File: src/rtl/mips_isa_pkg.sv
package mips_isa_pkg;

    // primary opcodes, inst[31:26]
    localparam logic [5:0]
        OPC_SPECIAL = 6'h00,
        OPC_REGIMM  = 6'h01,
        OPC_J       = 6'h02,
        OPC_JAL     = 6'h03,
        OPC_BEQ     = 6'h04,
        OPC_BNE     = 6'h05,
        OPC_BLEZ    = 6'h06,
        OPC_BGTZ    = 6'h07,
        OPC_ADDI    = 6'h08,
        OPC_ADDIU   = 6'h09,
        OPC_SLTI    = 6'h0a,
        OPC_SLTIU   = 6'h0b,
        OPC_ANDI    = 6'h0c,
        OPC_ORI     = 6'h0d,
        OPC_XORI    = 6'h0e,
        OPC_LUI     = 6'h0f,
        OPC_COP0    = 6'h10,
        OPC_LB      = 6'h20,
        OPC_LH      = 6'h21,
        OPC_LWL     = 6'h22,
        OPC_LW      = 6'h23,
        OPC_LBU     = 6'h24,
        OPC_LHU     = 6'h25,
        OPC_LWR     = 6'h26,
        OPC_SB      = 6'h28,
        OPC_SH      = 6'h29,
        OPC_SWL     = 6'h2a,
        OPC_SW      = 6'h2b,
        OPC_SWR     = 6'h2e,
        OPC_CACHE   = 6'h2f,
        OPC_PREF    = 6'h33;

    // REGIMM, selected by rt
    localparam logic [4:0]
        RT_BLTZ   = 5'h00,
        RT_BGEZ   = 5'h01,
        RT_BLTZAL = 5'h10,
        RT_BGEZAL = 5'h11;

    // SPECIAL funct codes
    localparam logic [5:0]
        FN_SLL     = 6'h00,
        FN_SRL     = 6'h02,
        FN_SRA     = 6'h03,
        FN_JR      = 6'h08,
        FN_JALR    = 6'h09,
        FN_SYSCALL = 6'h0c,
        FN_BREAK   = 6'h0d,
        FN_MFHI    = 6'h10,
        FN_MTHI    = 6'h11,
        FN_MFLO    = 6'h12,
        FN_MTLO    = 6'h13,
        FN_ADD     = 6'h20,
        FN_ADDU    = 6'h21,
        FN_SUB     = 6'h22,
        FN_SUBU    = 6'h23,
        FN_AND     = 6'h24,
        FN_OR      = 6'h25,
        FN_XOR     = 6'h26,
        FN_NOR     = 6'h27,
        FN_SLT     = 6'h2a,
        FN_SLTU    = 6'h2b;

    // COP0, rs selects move or CO group
    localparam logic [4:0]
        RS_MFC0 = 5'h00,
        RS_MTC0 = 5'h04;

    localparam logic [5:0]
        FN_TLBWI = 6'h02,
        FN_TLBP  = 6'h08,
        FN_ERET  = 6'h18,
        FN_WAIT  = 6'h20;

    typedef enum logic [7:0] {
        OP_BLTZ, OP_BGEZ, OP_BLTZAL, OP_BGEZAL,
        OP_BEQ, OP_BNE, OP_BLEZ, OP_BGTZ,
        OP_ADD, OP_ADDU, OP_SUBU, OP_SLT, OP_SLTU,
        OP_AND, OP_OR, OP_XOR, OP_NOR, OP_LU,
        OP_SLL, OP_SRL, OP_SRA,
        OP_JR, OP_JALR, OP_J, OP_JAL,
        OP_SYSCALL, OP_BREAK,
        OP_MFHI, OP_MFLO, OP_MTHI, OP_MTLO,
        OP_MFC0, OP_MTC0, OP_ERET, OP_WAIT, OP_TLBWI, OP_TLBP,
        OP_LB, OP_LH, OP_LW, OP_LWL, OP_LWR,
        OP_SB, OP_SH, OP_SW, OP_SWL, OP_SWR,
        OP_CACHE, OP_PREF,
        OP_INVALID = 8'hff // kept away from the reset value of dec.op
    } op_e;

endpackage

File: src/rtl/decode_pkg.sv
package decode_pkg;

    typedef enum logic [1:0] {
        EXT_SIGN,
        EXT_ZERO,
        EXT_UPPER,
        EXT_BRANCH // sign extend, then << 2
    } ext_e;

    // overlay on the 32-bit instruction word
    typedef struct packed {
        logic [5:0] opcode;
        logic [4:0] rs;
        logic [4:0] rt;
        logic [4:0] rd;
        logic [4:0] shamt;
        logic [5:0] funct;
    } inst_fields_t;

    typedef struct packed {
        mips_isa_pkg::op_e op;
        logic [4:0]        rs;
        logic [4:0]        rt;
        logic [4:0]        rd;
        logic [4:0]        shamt;
        logic [31:0]       imm;
        logic [25:0]       target;
        logic              flag_unsigned;
        logic              invalid;
    } decoded_t;

endpackage

File: src/rtl/id_i.sv
`timescale 1ns/100ps

module id_i (
    input  decode_pkg::inst_fields_t fields,
    output mips_isa_pkg::op_e        op,
    output logic                     flag_unsigned,
    output decode_pkg::ext_e         ext_kind
);
    import mips_isa_pkg::*;
    import decode_pkg::*;

    assign flag_unsigned = (fields.opcode == OPC_ADDIU) || (fields.opcode == OPC_SLTIU) ||
                           (fields.opcode == OPC_LBU) || (fields.opcode == OPC_LHU);

    always_comb begin
        case (fields.opcode)
            OPC_ANDI, OPC_ORI, OPC_XORI: ext_kind = EXT_ZERO;
            OPC_LUI:                     ext_kind = EXT_UPPER;
            OPC_REGIMM, OPC_BEQ, OPC_BNE,
            OPC_BLEZ, OPC_BGTZ:          ext_kind = EXT_BRANCH;
            default:                     ext_kind = EXT_SIGN;
        endcase
    end

    always_comb begin
        case (fields.opcode)
            OPC_REGIMM: begin
                case (fields.rt)
                    RT_BLTZ:   op = OP_BLTZ;
                    RT_BGEZ:   op = OP_BGEZ;
                    RT_BLTZAL: op = OP_BLTZAL;
                    RT_BGEZAL: op = OP_BGEZAL;
                    default:   op = OP_INVALID;
                endcase
            end
            OPC_BEQ:              op = OP_BEQ;
            OPC_BNE:              op = OP_BNE;
            OPC_BLEZ:             op = (fields.rt == 5'h0) ? OP_BLEZ : OP_INVALID;
            OPC_BGTZ:             op = (fields.rt == 5'h0) ? OP_BGTZ : OP_INVALID;
            OPC_ADDI, OPC_ADDIU:  op = OP_ADD; // unsigned form via flag
            OPC_SLTI, OPC_SLTIU:  op = OP_SLT;
            OPC_ANDI:             op = OP_AND;
            OPC_ORI:              op = OP_OR;
            OPC_XORI:             op = OP_XOR;
            OPC_LUI:              op = (fields.rs == 5'h0) ? OP_LU : OP_INVALID;
            OPC_COP0: begin
                if (fields.rs == RS_MFC0) begin
                    op = OP_MFC0;
                end else if (fields.rs == RS_MTC0) begin
                    op = OP_MTC0;
                end else if (fields.rs[4]) begin // CO bit
                    case (fields.funct)
                        FN_ERET:  op = OP_ERET;
                        FN_WAIT:  op = OP_WAIT;
                        FN_TLBWI: op = OP_TLBWI;
                        FN_TLBP:  op = OP_TLBP;
                        default:  op = OP_INVALID;
                    endcase
                end else begin
                    op = OP_INVALID;
                end
            end
            OPC_LB, OPC_LBU:      op = OP_LB;
            OPC_LH, OPC_LHU:      op = OP_LH;
            OPC_LW:               op = OP_LW;
            OPC_LWL:              op = OP_LWL;
            OPC_LWR:              op = OP_LWR;
            OPC_SB:               op = OP_SB;
            OPC_SH:               op = OP_SH;
            OPC_SW:               op = OP_SW;
            OPC_SWL:              op = OP_SWL;
            OPC_SWR:              op = OP_SWR;
            OPC_CACHE:            op = OP_CACHE;
            OPC_PREF:             op = OP_PREF;
            // no LL/SC
            default:              op = OP_INVALID;
        endcase
    end

endmodule

File: src/rtl/id_r.sv
`timescale 1ns/100ps

module id_r (
    input  decode_pkg::inst_fields_t fields,
    output mips_isa_pkg::op_e        op,
    output logic                     flag_unsigned
);
    import mips_isa_pkg::*;

    logic rs_zero;

    assign rs_zero = (fields.rs == 5'h0); // shifts by shamt need rs == 0

    // same rule as the I-type side: one op, unsigned form flagged
    assign flag_unsigned = (fields.funct == FN_ADDU) || (fields.funct == FN_SUBU) ||
                           (fields.funct == FN_SLTU);

    always_comb begin
        case (fields.funct)
            FN_SLL:           op = rs_zero ? OP_SLL : OP_INVALID;
            FN_SRL:           op = rs_zero ? OP_SRL : OP_INVALID;
            FN_SRA:           op = rs_zero ? OP_SRA : OP_INVALID;
            FN_JR:            op = OP_JR;
            FN_JALR:          op = OP_JALR;
            FN_SYSCALL:       op = OP_SYSCALL;
            FN_BREAK:         op = OP_BREAK;
            FN_MFHI:          op = OP_MFHI;
            FN_MTHI:          op = OP_MTHI;
            FN_MFLO:          op = OP_MFLO;
            FN_MTLO:          op = OP_MTLO;
            FN_ADD, FN_ADDU:  op = OP_ADD;
            FN_SUB, FN_SUBU:  op = OP_SUBU;
            FN_SLT, FN_SLTU:  op = OP_SLT;
            FN_AND:           op = OP_AND;
            FN_OR:            op = OP_OR;
            FN_XOR:           op = OP_XOR;
            FN_NOR:           op = OP_NOR;
            default:          op = OP_INVALID; // variable shifts, mult/div etc
        endcase
    end

endmodule

File: src/rtl/imm_ext.sv
`timescale 1ns/100ps

module imm_ext (
    input  logic [15:0]      imm16,
    input  decode_pkg::ext_e ext_kind,
    output logic [31:0]      imm
);
    import decode_pkg::*;

    logic sign;

    assign sign = imm16[15];

    always_comb begin
        case (ext_kind)
            EXT_ZERO:   imm = {16'h0000, imm16};
            EXT_UPPER:  imm = {imm16, 16'h0000};    // lui
            EXT_BRANCH: imm = {{14{sign}}, imm16, 2'b00}; // word offset
            default:    imm = {{16{sign}}, imm16};
        endcase
    end

endmodule

File: src/rtl/decode_ctrl.sv
`timescale 1ns/100ps

module decode_ctrl (
    input  logic                     clk,
    input  logic                     arst_n,
    input  logic                     inst_valid,
    input  logic [31:0]              inst,
    input  mips_isa_pkg::op_e        op_i,
    input  logic                     flag_i,
    input  decode_pkg::ext_e         ext_i,
    input  mips_isa_pkg::op_e        op_r,
    input  logic                     flag_r,
    input  logic [31:0]              imm,
    output decode_pkg::inst_fields_t fields,
    output logic [15:0]              imm16,
    output decode_pkg::ext_e         ext_kind,
    output logic                     dec_valid,
    output decode_pkg::decoded_t     dec
);
    import mips_isa_pkg::*;
    import decode_pkg::*;

    typedef enum logic [1:0] {
        CLS_I,
        CLS_R,
        CLS_J
    } cls_e;

    cls_e     cls;
    op_e      op_sel;
    logic     flag_sel;
    decoded_t dec_d;

    assign fields = inst;
    assign imm16  = inst[15:0];

    // only place the primary opcode is classified
    always_comb begin
        case (fields.opcode)
            OPC_SPECIAL:    cls = CLS_R;
            OPC_J, OPC_JAL: cls = CLS_J;
            default:        cls = CLS_I;
        endcase
    end

    assign ext_kind = (cls == CLS_I) ? ext_i : EXT_SIGN;

    always_comb begin
        case (cls)
            CLS_R: begin
                op_sel   = op_r;
                flag_sel = flag_r;
            end
            CLS_J: begin
                op_sel   = (fields.opcode == OPC_JAL) ? OP_JAL : OP_J;
                flag_sel = 1'b0;
            end
            default: begin
                op_sel   = op_i;
                flag_sel = flag_i;
            end
        endcase
    end

    always_comb begin
        dec_d.op            = op_sel;
        dec_d.rs            = fields.rs;
        dec_d.rt            = fields.rt;
        dec_d.rd            = fields.rd;
        dec_d.shamt         = fields.shamt;
        dec_d.imm           = imm;
        dec_d.target        = inst[25:0];
        dec_d.flag_unsigned = flag_sel;
        dec_d.invalid       = (op_sel == OP_INVALID);
    end

    always_ff @(posedge clk or negedge arst_n) begin
        if (!arst_n) begin
            dec_valid <= 1'b0;
            dec       <= '0;
        end else begin
            dec_valid <= inst_valid; // single cycle strobe
            if (inst_valid) begin
                dec <= dec_d;   // held between strobes
            end
        end
    end

endmodule

File: src/rtl/mips_decode_top.sv
`timescale 1ns/100ps

module mips_decode_top (
    input  logic                 clk,
    input  logic                 arst_n,
    input  logic                 inst_valid,
    input  logic [31:0]          inst,
    output logic                 dec_valid,
    output decode_pkg::decoded_t dec
);
    import mips_isa_pkg::*;
    import decode_pkg::*;

    inst_fields_t fields;
    op_e          op_i;
    op_e          op_r;
    logic         flag_i;
    logic         flag_r;
    ext_e         ext_i;
    ext_e         ext_kind;
    logic [15:0]  imm16;
    logic [31:0]  imm;

    decode_ctrl decode_ctrl_i (
        .clk        (clk),
        .arst_n     (arst_n),
        .inst_valid (inst_valid),
        .inst       (inst),
        .op_i       (op_i),
        .flag_i     (flag_i),
        .ext_i      (ext_i),
        .op_r       (op_r),
        .flag_r     (flag_r),
        .imm        (imm),
        .fields     (fields),
        .imm16      (imm16),
        .ext_kind   (ext_kind),
        .dec_valid  (dec_valid),
        .dec        (dec)
    );

    id_i id_i_i (
        .fields        (fields),
        .op            (op_i),
        .flag_unsigned (flag_i),
        .ext_kind      (ext_i)
    );

    id_r id_r_i (
        .fields        (fields),
        .op            (op_r),
        .flag_unsigned (flag_r)
    );

    imm_ext imm_ext_i (
        .imm16    (imm16),
        .ext_kind (ext_kind),
        .imm      (imm)
    );

endmodule

File: config.mk
export PLATFORM = sky130hd
export DESIGN_NAME = mips_decode_top
export DESIGN_NICKNAME = d
export VERILOG_FILES = /design/src/rtl/mips_isa_pkg.sv /design/src/rtl/decode_pkg.sv /design/src/rtl/id_i.sv /design/src/rtl/id_r.sv /design/src/rtl/imm_ext.sv /design/src/rtl/decode_ctrl.sv /design/src/rtl/mips_decode_top.sv
export SDC_FILE = /design/constraint.sdc
export NUM_CORES = 1
export LEC_CHECK = 0
export ABC_AREA = 1
export BUFFER_PORTS_ARGS = -buffer_cell sky130_fd_sc_hd__buf_2
export CAP_MARGIN = 20
export CELL_PAD_IN_SITES_DETAIL_PLACEMENT = 0
export CELL_PAD_IN_SITES_GLOBAL_PLACEMENT = 1
export CORE_MARGIN = 2
export CORE_UTILIZATION = 34
export DETAILED_ROUTE_END_ITERATION = 8
export PLACE_DENSITY_LB_ADDON = 0.08
export SYNTH_ARGS = -nofsm -noshare
export SYNTH_HDL_FRONTEND = slang
export SYNTH_HIERARCHICAL = 1
export SYNTH_SLANG_ARGS = --single-unit
File: constraint.sdc
create_clock -name clk -period 0.8 [get_ports clk]
set_input_delay 0.16 -clock clk [delete_from_list [all_inputs] [get_ports clk]]
set_output_delay 0.16 -clock clk [all_outputs]
set_load 0.03 [all_outputs]
==> results by group, run 1 <==
Layout
  • Share of layout cells above drive strength 1: 47.6%
  • End-of-flow core utilization: 55.2%
  • Area grow syn2layout: 59.7%
  • Fillers: between 1000 and 1500
  • Most common cell after layout, fill and taps aside: nand2_1
  • Layout Nets: 1033
  • Ant. Diodes: 0
  • Most frequent cells in the layout: nand2_1 (279), buf_4 (135), buf_6 (104)

Timing
  • RSZ-0062 raised after global routing: true
  • Fin Hold WS: 0.0538 ns
  • Least-Margin Pin Slew: ~0.44 ns
  • Final hold vios: 0
  • Final Skew: 0 ns
  • Slew HR: 70.7%
  • Setup TNS: -51.25 ns
  • Final slew viol count: 0
  • Worst Setup Slack, final: -0.781 ns
  • Setup violators final: 131
  • Highest Clock Rate: roughly 630 MHz
  • Min Tclk post-route: around 1.6 ns
  • Period utilisation layout: 198%

Route
  • Metal2 WL: 8.71 mm
  • Wire per inst: ~14 um
  • # DRC: 0
  • Routed WL: 16.9 mm
  • Avg Vias per Cell: approximately 4.7
  • TritonRoute pass-1 iters: 4
  • Top Layer Used: met5
  • Vias: 5564
  • Met3 Wirelength: just under 600 um
  • DRT iter0 DRCs: between 200 and 300
  • Wire length on met1: between 7 and 8 mm
  • ANT nets after route: 0

Placed design
  • Dpl ws: -1.23 ns
  • Post-DP HPWL: about 13 mm
  • Routability Congestion: slightly above 0.9
  • Buffers on Ports: about 120

Floorplan
  • Num ports: approximately 120
  • Chip height: 128 um
  • DIE WIDTH: 128 um
  • Std-Cell Rows: 45
  • Die Area: ~0.016 sq mm
  • Initial core utilization: between 30% and 40%
  • Core outline area: 0.0151 sq mm

Clock network
  • Maximum clock insertion buffer count: 2
  • Clock sink count: 69
  • CTS Buf Count: 9
  • Clk slew on worst S/H paths: approximately 0.060 ns
  • Root buffer cell: clkbuf_16
  • H-Tree Depth: 3
  • Clk_lat worst skew: 0.35 ns
  • CTS tree: built

Global route
  • Vias in the first global route: about 5400
  • First-pass GRT wire length: between 20 and 30 mm
  • Initial antenna violation count: 1
  • All-layer global routing usage: a little over a fifth
  • Pin count of the biggest net entering global routing: 60
  • Overflow after GRT: 0

Min path
  • Worst min path class: in -> reg

Critical path
  • Critical path arrival: around 1.9 ns
  • Worst EP required: 1.09 ns
  • CP Capture Type: flop
  • Worst setup path category: in -> reg
  • Setup crit start kind: input pin
  • Max FO, Critical Path: 7

Run
  • MaxCap Viol Count: 0

Power and ir drop
  • Worst VDD drop: 0.948 mV
  • Leak Pwr: roughly 4.4 nW
  • Pwr per Cell Area: between 1500 and 2000 mW/mm^2

Synth
  • Syn nets: 831
  • Ys Warns: 6
  • Avg Inst Size Synth: between 6 and 7 sq um
  • Mapped cell area: approximately 0.0052 sq mm
  • Cells after Synth: ~790

Run status
  • Outcome: finished with violations
  • Failing checks: setup timing
-- report_power, final --
group          total (W)  leakage (nW)  switching [W]  internal, W
logic            0.00494          3.43        0.00272      0.00222
clock network    0.00471         0.170        0.00164      0.00307
registers        0.00421         0.816       0.000329      0.00388
total             0.0139          4.42        0.00470      0.00917
-- stage by stage --
| step | instance area [sq um] | total power [W] | std cells |
|---|---|---|---|
| 2_1_floorplan | 5620 | 0.00687 | 793 |
| 3_3_place_gp | 6500 | 0.00787 | 1118 |
| 3_5_place_dp | 6500 | 0.00789 | 1118 |
| 4_1_cts | 7960 | 0.0137 | 1169 |
| 5_1_grt | 8330 | 0.0145 | 1188 |
| 6_report | 8330 | 0.0139 | 1188 |
-- path summary, 6_finish.rpt --
check	startpoint	end	slack [ns]	depth (start not counted)
max in group asynchronous	arst_n	decode_ctrl_i/dec[68]	0.19	3
max reg2reg	decode_ctrl_i/dec[85]	decode_ctrl_i/dec[85]	-0.08	4
max	inst[30]	decode_ctrl_i/dec[0]	-0.78	13
min reg2reg	decode_ctrl_i/dec[43]	decode_ctrl_i/dec[43]	0.49	2
min in group asynchronous	arst_n	decode_ctrl_i/dec[36]	0.34	3
min	inst[20]	decode_ctrl_i/dec[22]	0.05	3
-- layer usage --
metal  track usage [%]  up-vias
li1                  -     2837
met1              26.5     2574
met2              37.0      124
met3              3.42       27
met4              7.63        2
met5                 0        -
-- layout make-up --
| cell class | count | area, sq um | area share [%] |
|---|---|---|---|
| multi-input cells | 576 | 3140 | 37.7 |
| repair buffers | 279 | 2610 | 31.3 |
| flip-flops and latches | 69 | 1750 | 21.0 |
| inverters | 59 | 239 | 2.87 |
| well taps | 188 | 235 | 2.82 |
| clock buffers | 9 | 225 | 2.70 |
| clock inverters | 7 | 121 | 1.46 |
| repair inverters | 1 | 6.26 | 0.0751 |
-- state kept, by name (all words and copies together) (netlist names) --
signal	count
decode_ctrl_i/dec	68
decode_ctrl_i/dec_valid	1
-- critical path, stage by stage --
cell,delay (ns)
buf_12,0.11
nor2_4,0.11
inv_2,0.06
nor4_4,0.31
inv_2,0.11
ha_4,0.37
buf_8,0.15
nand2_4,0.06
nand2_1,0.06
nand4_1,0.07
nor2_1,0.13
nand3_1,0.08
nand2_1,0.08
-- timing repair --
action,CTS,global route
gates cloned,3,1
endpoints found under the setup margin,131,149
endpoints found under the hold margin,69,0
pin swaps,34,53
hold buffers,1,0
setup buffers,31,20
gates resized for setup,253,62
Power figures use the tool's default switching activity.
==> inputs of run 2 (changes only) <==
--- a/config.mk
+++ b/config.mk
@@ -10,10 +10,12 @@
 export CAP_MARGIN = 20
 export CELL_PAD_IN_SITES_DETAIL_PLACEMENT = 0
 export CELL_PAD_IN_SITES_GLOBAL_PLACEMENT = 1
-export CORE_MARGIN = 2
+export CORE_ASPECT_RATIO = 2
+export CORE_MARGIN = 3
 export CORE_UTILIZATION = 34
 export DETAILED_ROUTE_END_ITERATION = 8
 export PLACE_DENSITY_LB_ADDON = 0.08
+export SETUP_SLACK_MARGIN = 0.1
 export SYNTH_ARGS = -nofsm -noshare
 export SYNTH_HDL_FRONTEND = slang
 export SYNTH_HIERARCHICAL = 1
==> run 2 against run 1 <==
The run ends with hold timing, setup timing left. Core utilization increased by 4.9 points. Hold slack got worse by 0.23 ns. Combinational power grew 7.9%. Global-route usage is 3.0 points higher. First-iteration DRC count down 32%.
==> results by group, run 2 (synthesis results as in run 1) <==
Run status
  • Outcome: finished with violations
  • Failing checks: hold timing, setup timing

Clock network
  • Clk_lat worst skew: approximately 0.34 ns
  • CTS tree: built
  • H-Tree Depth: 3
  • CTS Buf Count: 9
  • Clk slew on worst S/H paths: approximately 0.060 ns
  • Root buffer cell: clkbuf_16
  • Maximum clock insertion buffer count: 2
  • Clock sink count: 69

Layout
  • Max FFs per register: 68
  • Share of layout cells above drive strength 1: about 54%
  • Top reg by flops: decode_ctrl_i/dec
  • Area grow syn2layout: 71.7%
  • Largest registers: decode_ctrl_i/dec (68), decode_ctrl_i/dec_valid (1)
  • Layout Nets: 1047
  • Most frequent cells in the layout: nand2_1 (256), buf_6 (129), buf_4 (121)
  • Most common cell after layout, fill and taps aside: nand2_1
  • End-of-flow core utilization: 60.1%
  • Ant. Diodes: 0

Floorplan
  • Core outline area: about 0.015 sq mm
  • Num ports: 124
  • Initial core utilization: a little over a third
  • DIE WIDTH: between 90 and 100 um
  • Chip height: between 150 and 200 um
  • Die Area: 0.0170 sq mm
  • Std-Cell Rows: 63

Route
  • Routed WL: ~21 mm
  • Avg Vias per Cell: between 4 and 5
  • # DRC: 0
  • DRT iter0 DRCs: 200
  • TritonRoute pass-1 iters: 4
  • ANT nets after route: 0
  • Wire per inst: between 15 and 20 um
  • Vias: roughly 6000

Min path
  • Worst min path class: in -> async

Global route
  • Pin count of the biggest net entering global routing: slightly above 70
  • All-layer global routing usage: 24.2%
  • Initial antenna violation count: 0
  • Overflow after GRT: 0
  • First-pass GRT wire length: 31.2 mm
  • Vias in the first global route: 6060

Placed design
  • Buffers on Ports: 123
  • Routability Congestion: 0.997
  • Post-DP HPWL: 15.1 mm

Timing
  • Final slew viol count: 0
  • Slew HR: approximately 75%
  • Worst Setup Slack, final: -0.750 ns
  • Final Skew: 0 ns
  • Highest Clock Rate: around 650 MHz
  • Final hold vios: 69
  • Min Tclk post-route: 1.55 ns
  • RSZ-0062 raised after global routing: true
  • Period utilisation layout: 194%
  • Least-Margin Pin Slew: 0.378 ns
  • Setup violators final: roughly 130
  • Fin Hold WS: -0.172 ns

Critical path
  • CP Launch Point: inst[30]
  • CP Capture Type: flop
  • Worst setup path category: in -> reg
  • Reg-to-reg critical path startpoint: decode_ctrl_i/dec[84]
  • Worst EP required: a little over 1 ns
  • Setup crit start kind: input pin
  • Critical path arrival: 1.78 ns
  • R2R Setup Slk: -0.05 ns
  • Max FO, Critical Path: 8

Power and ir drop
  • Leak Pwr: about 4.6 nW
  • Pwr per Cell Area: approximately 1500 mW/mm^2
  • Worst VDD drop: approximately 0.9 mV
  • Total power: between 0.01 and 0.015 W

Run
  • MaxCap Viol Count: 0
run 2: cell count changes in the layout (fill, tap and decap cells not counted), moves of 4 or more:
cell / before / now
buf_12: 11 / 15
clkbuf_1: 0 / 5
nor2_4: 16 / 24
nand3_4: 5 / 18
nand2_1: 279 / 256
buf_4: 135 / 121
nand3_1: 68 / 42
o21ai_1: 6 / 2
a21oi_2: 1 / 5
nand3_2: 38 / 51
buf_6: 104 / 129
nand2_2: 25 / 45
nor2_1: 60 / 54
run 2: metal layers:
metal  wire length (um)  part of all wire [%]  vias up  GRT usage [%]
met4               1480                   7.2        0           16.7
met5                  0                     0        -              0
met1               6080                    30     2745           19.7
met3                474                   2.3       73           2.83
li1                   -                     -     2859              -
met2              12500                    61      153           49.9
run 2: area by class of cell:
| cell class | instances | area, sq um |
|---|---|---|
| multi-input combinational | 576 | 3550 |
| clock buffer | 15 | 258 |
| fill | 1365 | 5940 |
| tap | 195 | 244 |
| clock inverter | 1 | 7.51 |
| sequential | 69 | 1750 |
| timing repair inverter | 1 | 11.3 |
| inverter | 59 | 264 |
| timing repair buffer | 293 | 2860 |
run 2: final timing paths:
path | end | depth (start not counted)
worst max-delay path | decode_ctrl_i/dec[0] | 17
worst min-delay path | decode_ctrl_i/dec[68] | 2
worst max register to register | decode_ctrl_i/dec[84] | 4
worst min register to register | decode_ctrl_i/dec[32] | 2
max in group asynchronous | decode_ctrl_i/dec[65] | 2
min in group clk | decode_ctrl_i/dec[22] | 3
run 2: stage by stage:
| stage | worst slack (ns) | setup TNS, ns | hold slack, ns | std cells | instance area (sq um) |
|---|---|---|---|---|---|
| 2_1_floorplan | -0.823 | -30.45 | -0.136 | 793 | 5630 |
| 3_3_place_gp | -1.36 | -48.58 | 0.205 | 1131 | 6590 |
| 3_5_place_dp | -1.31 | -49.46 | 0.208 | 1131 | 6590 |
| 4_1_cts | -0.726 | -51.06 | -0.157 | 1190 | 8480 |
| 5_1_grt | -0.839 | -55.10 | -0.132 | 1209 | 8950 |
| 6_report | -0.750 | -49.57 | -0.172 | 1209 | 8950 |
run 2: worst max-delay path, stage by stage:
cell and delay, ns:
buf_12 0.11, buf_6 0.11, nor2_4 0.15, buf_12 0.15, nand3_1 0.16, nand2_4 0.11
nor2_4 0.04, nand2_4 0.07, nor2_4 0.04, nand2_4 0.11, nand3_2 0.10, nand2_2 0.06
nand2_2 0.06, nor2_4 0.13, nor2_1 0.07, nand3_1 0.07, nand2_1 0.05
run 2: timing repair:
item | in CTS | in global routing
pin swaps | 85 | 52
cloned | 5 | 0
endpoints found under the hold margin | 69 | 69
gates resized for setup | 359 | 88
setup endpoints to repair | 131 | 134
buffers inserted | 38 | 25
run 2: where the power goes:
part           internal (W)  switching, W  total [W]
clock network       0.00219       0.00143    0.00361
logic               0.00237       0.00297    0.00533
registers           0.00389      0.000338    0.00422
==> inputs of run 3 (changes only) <==
--- a/config.mk
+++ b/config.mk
@@ -13,6 +13,7 @@
 export CORE_ASPECT_RATIO = 2
 export CORE_MARGIN = 3
 export CORE_UTILIZATION = 34
+export CTS_BUF_LIST = sky130_fd_sc_hd__clkbuf_16
 export DETAILED_ROUTE_END_ITERATION = 8
 export PLACE_DENSITY_LB_ADDON = 0.08
 export SETUP_SLACK_MARGIN = 0.1
==> run 3 against run 2 <==
The run still ends with hold timing, setup timing left. Highest routed layer unchanged. First-iteration DRC count is 3.0% lower. Sequential power is essentially flat. Hold slack gained 0.00088 ns. Critical endpoint is now decode_ctrl_i/dec[50]. Setup slack improved by 0.012 ns. Critical path depth down 2. Final cell count is 0.58% higher. Global-route usage decreased by 0.28 points. Via count up 0.94%. Clock power fell by 4%. Non-clock buffer count rose by 7. Core utilization is 0.16 points higher. Critical path type unchanged. Combinational power hardly changed.
==> results by group, run 3 (synthesis results as in run 1) <==
Run status
  • Outcome: finished with violations
  • Failing checks: hold timing, setup timing

Critical path
  • Setup crit start kind: input pin
  • R2R Setup Slk: -0.05 ns
  • CP Capture Type: flop
  • Critical R2R Capture: decode_ctrl_i/dec[48]
  • Worst EP required: approximately 1.0 ns
  • Worst setup path category: in -> reg
  • Critical path arrival: ~1.8 ns
  • FF-to-FF path depth: 4
  • Max FO, Critical Path: 6
  • CP Launch Point: inst[30]
  • Reg-to-reg critical path startpoint: decode_ctrl_i/dec[48]

Power and ir drop
  • Worst VDD drop: slightly above 0.9 mV
  • Pwr per Cell Area: 1450 mW/mm^2
  • Leak Pwr: roughly 4.6 nW

Floorplan
  • Core outline area: approximately 0.015 sq mm
  • DIE WIDTH: approximately 94 um
  • Initial core utilization: around a third
  • Die Area: ~0.017 sq mm
  • Num ports: between 100 and 150
  • Std-Cell Rows: 63
  • Chip height: ~180 um

Run
  • MaxCap Viol Count: 0

Layout
  • Layout Nets: between 1000 and 1500
  • Most frequent cells in the layout: nand2_1 (254), buf_4 (136), buf_6 (119)
  • Storage cell area: ~0.0018 sq mm
  • Most common cell after layout, fill and taps aside: nand2_1
  • Largest registers: decode_ctrl_i/dec (68), decode_ctrl_i/dec_valid (1)
  • Ant. Diodes: 0
  • Share of layout cells above drive strength 1: a little over half
  • Max FFs per register: 68
  • Top reg by flops: decode_ctrl_i/dec
  • Fillers: 1377
  • Area of the multi-input gates: 0.00355 sq mm
  • Finished Layout Cells: 1216
  • Area grow syn2layout: 72.2%

Route
  • Routed WL: between 20 and 25 mm
  • ANT nets after route: 0
  • # DRC: 0
  • Avg Vias per Cell: a little under 5
  • Vias: slightly below 6000
  • TritonRoute pass-1 iters: 4
  • DRT iter0 DRCs: roughly 190
  • Wire per inst: 16.8 um

Global route
  • All-layer global routing usage: a little under a quarter
  • Pin count of the biggest net entering global routing: 72
  • First-pass GRT wire length: 30.9 mm
  • Initial antenna violation count: 0
  • Vias in the first global route: 5998
  • Overflow after GRT: 0

Placed design
  • Placed cell count: between 1000 and 1500
  • Routability Congestion: ~1
  • Post-DP HPWL: between 15 and 20 mm
  • Buffers on Ports: around 120

Min path
  • Worst min path class: in -> async

Timing
  • Min Tclk post-route: roughly 1.5 ns
  • Period utilisation layout: 192%
  • Setup TNS: -50.43 ns
  • Setup violators final: 131
  • RSZ-0062 raised after global routing: true
  • Highest Clock Rate: about 650 MHz
  • Worst Setup Slack, final: -0.738 ns
  • Slew HR: 75.0%
  • Least-Margin Pin Slew: ~0.38 ns
  • Final slew viol count: 0
  • Final Skew: 0 ns
  • Final hold vios: around 70
  • Fin Hold WS: -0.171 ns

Clock network
  • Clk slew on worst S/H paths: approximately 0.060 ns
  • CTS tree: built
  • Clk_lat worst skew: ~0.34 ns
  • CTS Buf Count: 9
  • H-Tree Depth: 3
  • Maximum clock insertion buffer count: 2
  • Root buffer cell: clkbuf_16
  • Clock sink count: 69
-- run 3: cell types whose count changed in the layout (fill, tap and decap cells not counted), sizes merged --
cell,change
nand3,+1
inv,+4
clkinv,+1
clkbuf,-5
buf,+6
-- run 3: per-stage QoR --
stage	util [%]	instance area (sq um)	power (W)	hold slack, ns	setup WS (ns)
CTS	56.3	8390	0.0127	-0.158	-0.727
floorplan	-	5630	0.00688	-0.136	-0.823
global route	60.3	8980	0.0136	-0.131	-0.823
global placement	44.3	6590	0.00797	0.205	-1.36
finish	60.3	8980	0.0130	-0.171	-0.738
detailed placement	44.3	6590	0.00798	0.208	-1.31
-- run 3: cell type report --
type	instances	area share [%]
multi-input combinational	577	39.6
timing repair buffer	300	32.3
sequential	69	19.5
inverter	59	3.00
tap	195	2.72
clock buffer	9	2.51
clock inverter	7	0.334
-- run 3: how the worst max path moves through the flow --
stage | to | slack (ns)
after floorplan | decode_ctrl_i/dec[44] | -0.82
after global placement | decode_ctrl_i/dec[0] | -1.36
after detailed placement | decode_ctrl_i/dec[0] | -1.31
final | decode_ctrl_i/dec[50] | -0.74
after global routing | decode_ctrl_i/dec[0] | -0.82
after CTS | decode_ctrl_i/dec[50] | -0.73
-- run 3: repair_timing --
item                                    in CTS  in global routing
gates resized for setup                    349                 89
endpoints found under the hold margin       69                 69
setup buffers                               34                 31
pin swaps                                   87                 63
endpoints found under the setup margin     131                134
gates cloned                                 4                  1
-- run 3: critical path, stage by stage --
cell,delay [ns]
buf_12,0.11
nor2_4,0.11
inv_2,0.07
nor4_4,0.23
inv_2,0.10
ha_4,0.18
nand2_4,0.07
inv_6,0.04
buf_12,0.13
buf_8,0.14
buf_6,0.13
nand3_4,0.08
nand3_2,0.07
nand2_2,0.07
nand2_2,0.05
-- run 3: power by group --
part	switching, W	internal, W
registers	0.000337	0.00389
clock network	0.00144	0.00203
logic	0.00296	0.00237
-- run 3: per-layer routing --
metal / share of wire (%) / vias up / GRT usage (%)
li1: - / 2886 / -
met3: 2.6 / 62 / 3.00
met2: 61 / 163 / 49.3
met5: 0 / - / 0
met1: 29 / 2774 / 19.4
met4: 6.8 / 0 / 16.4
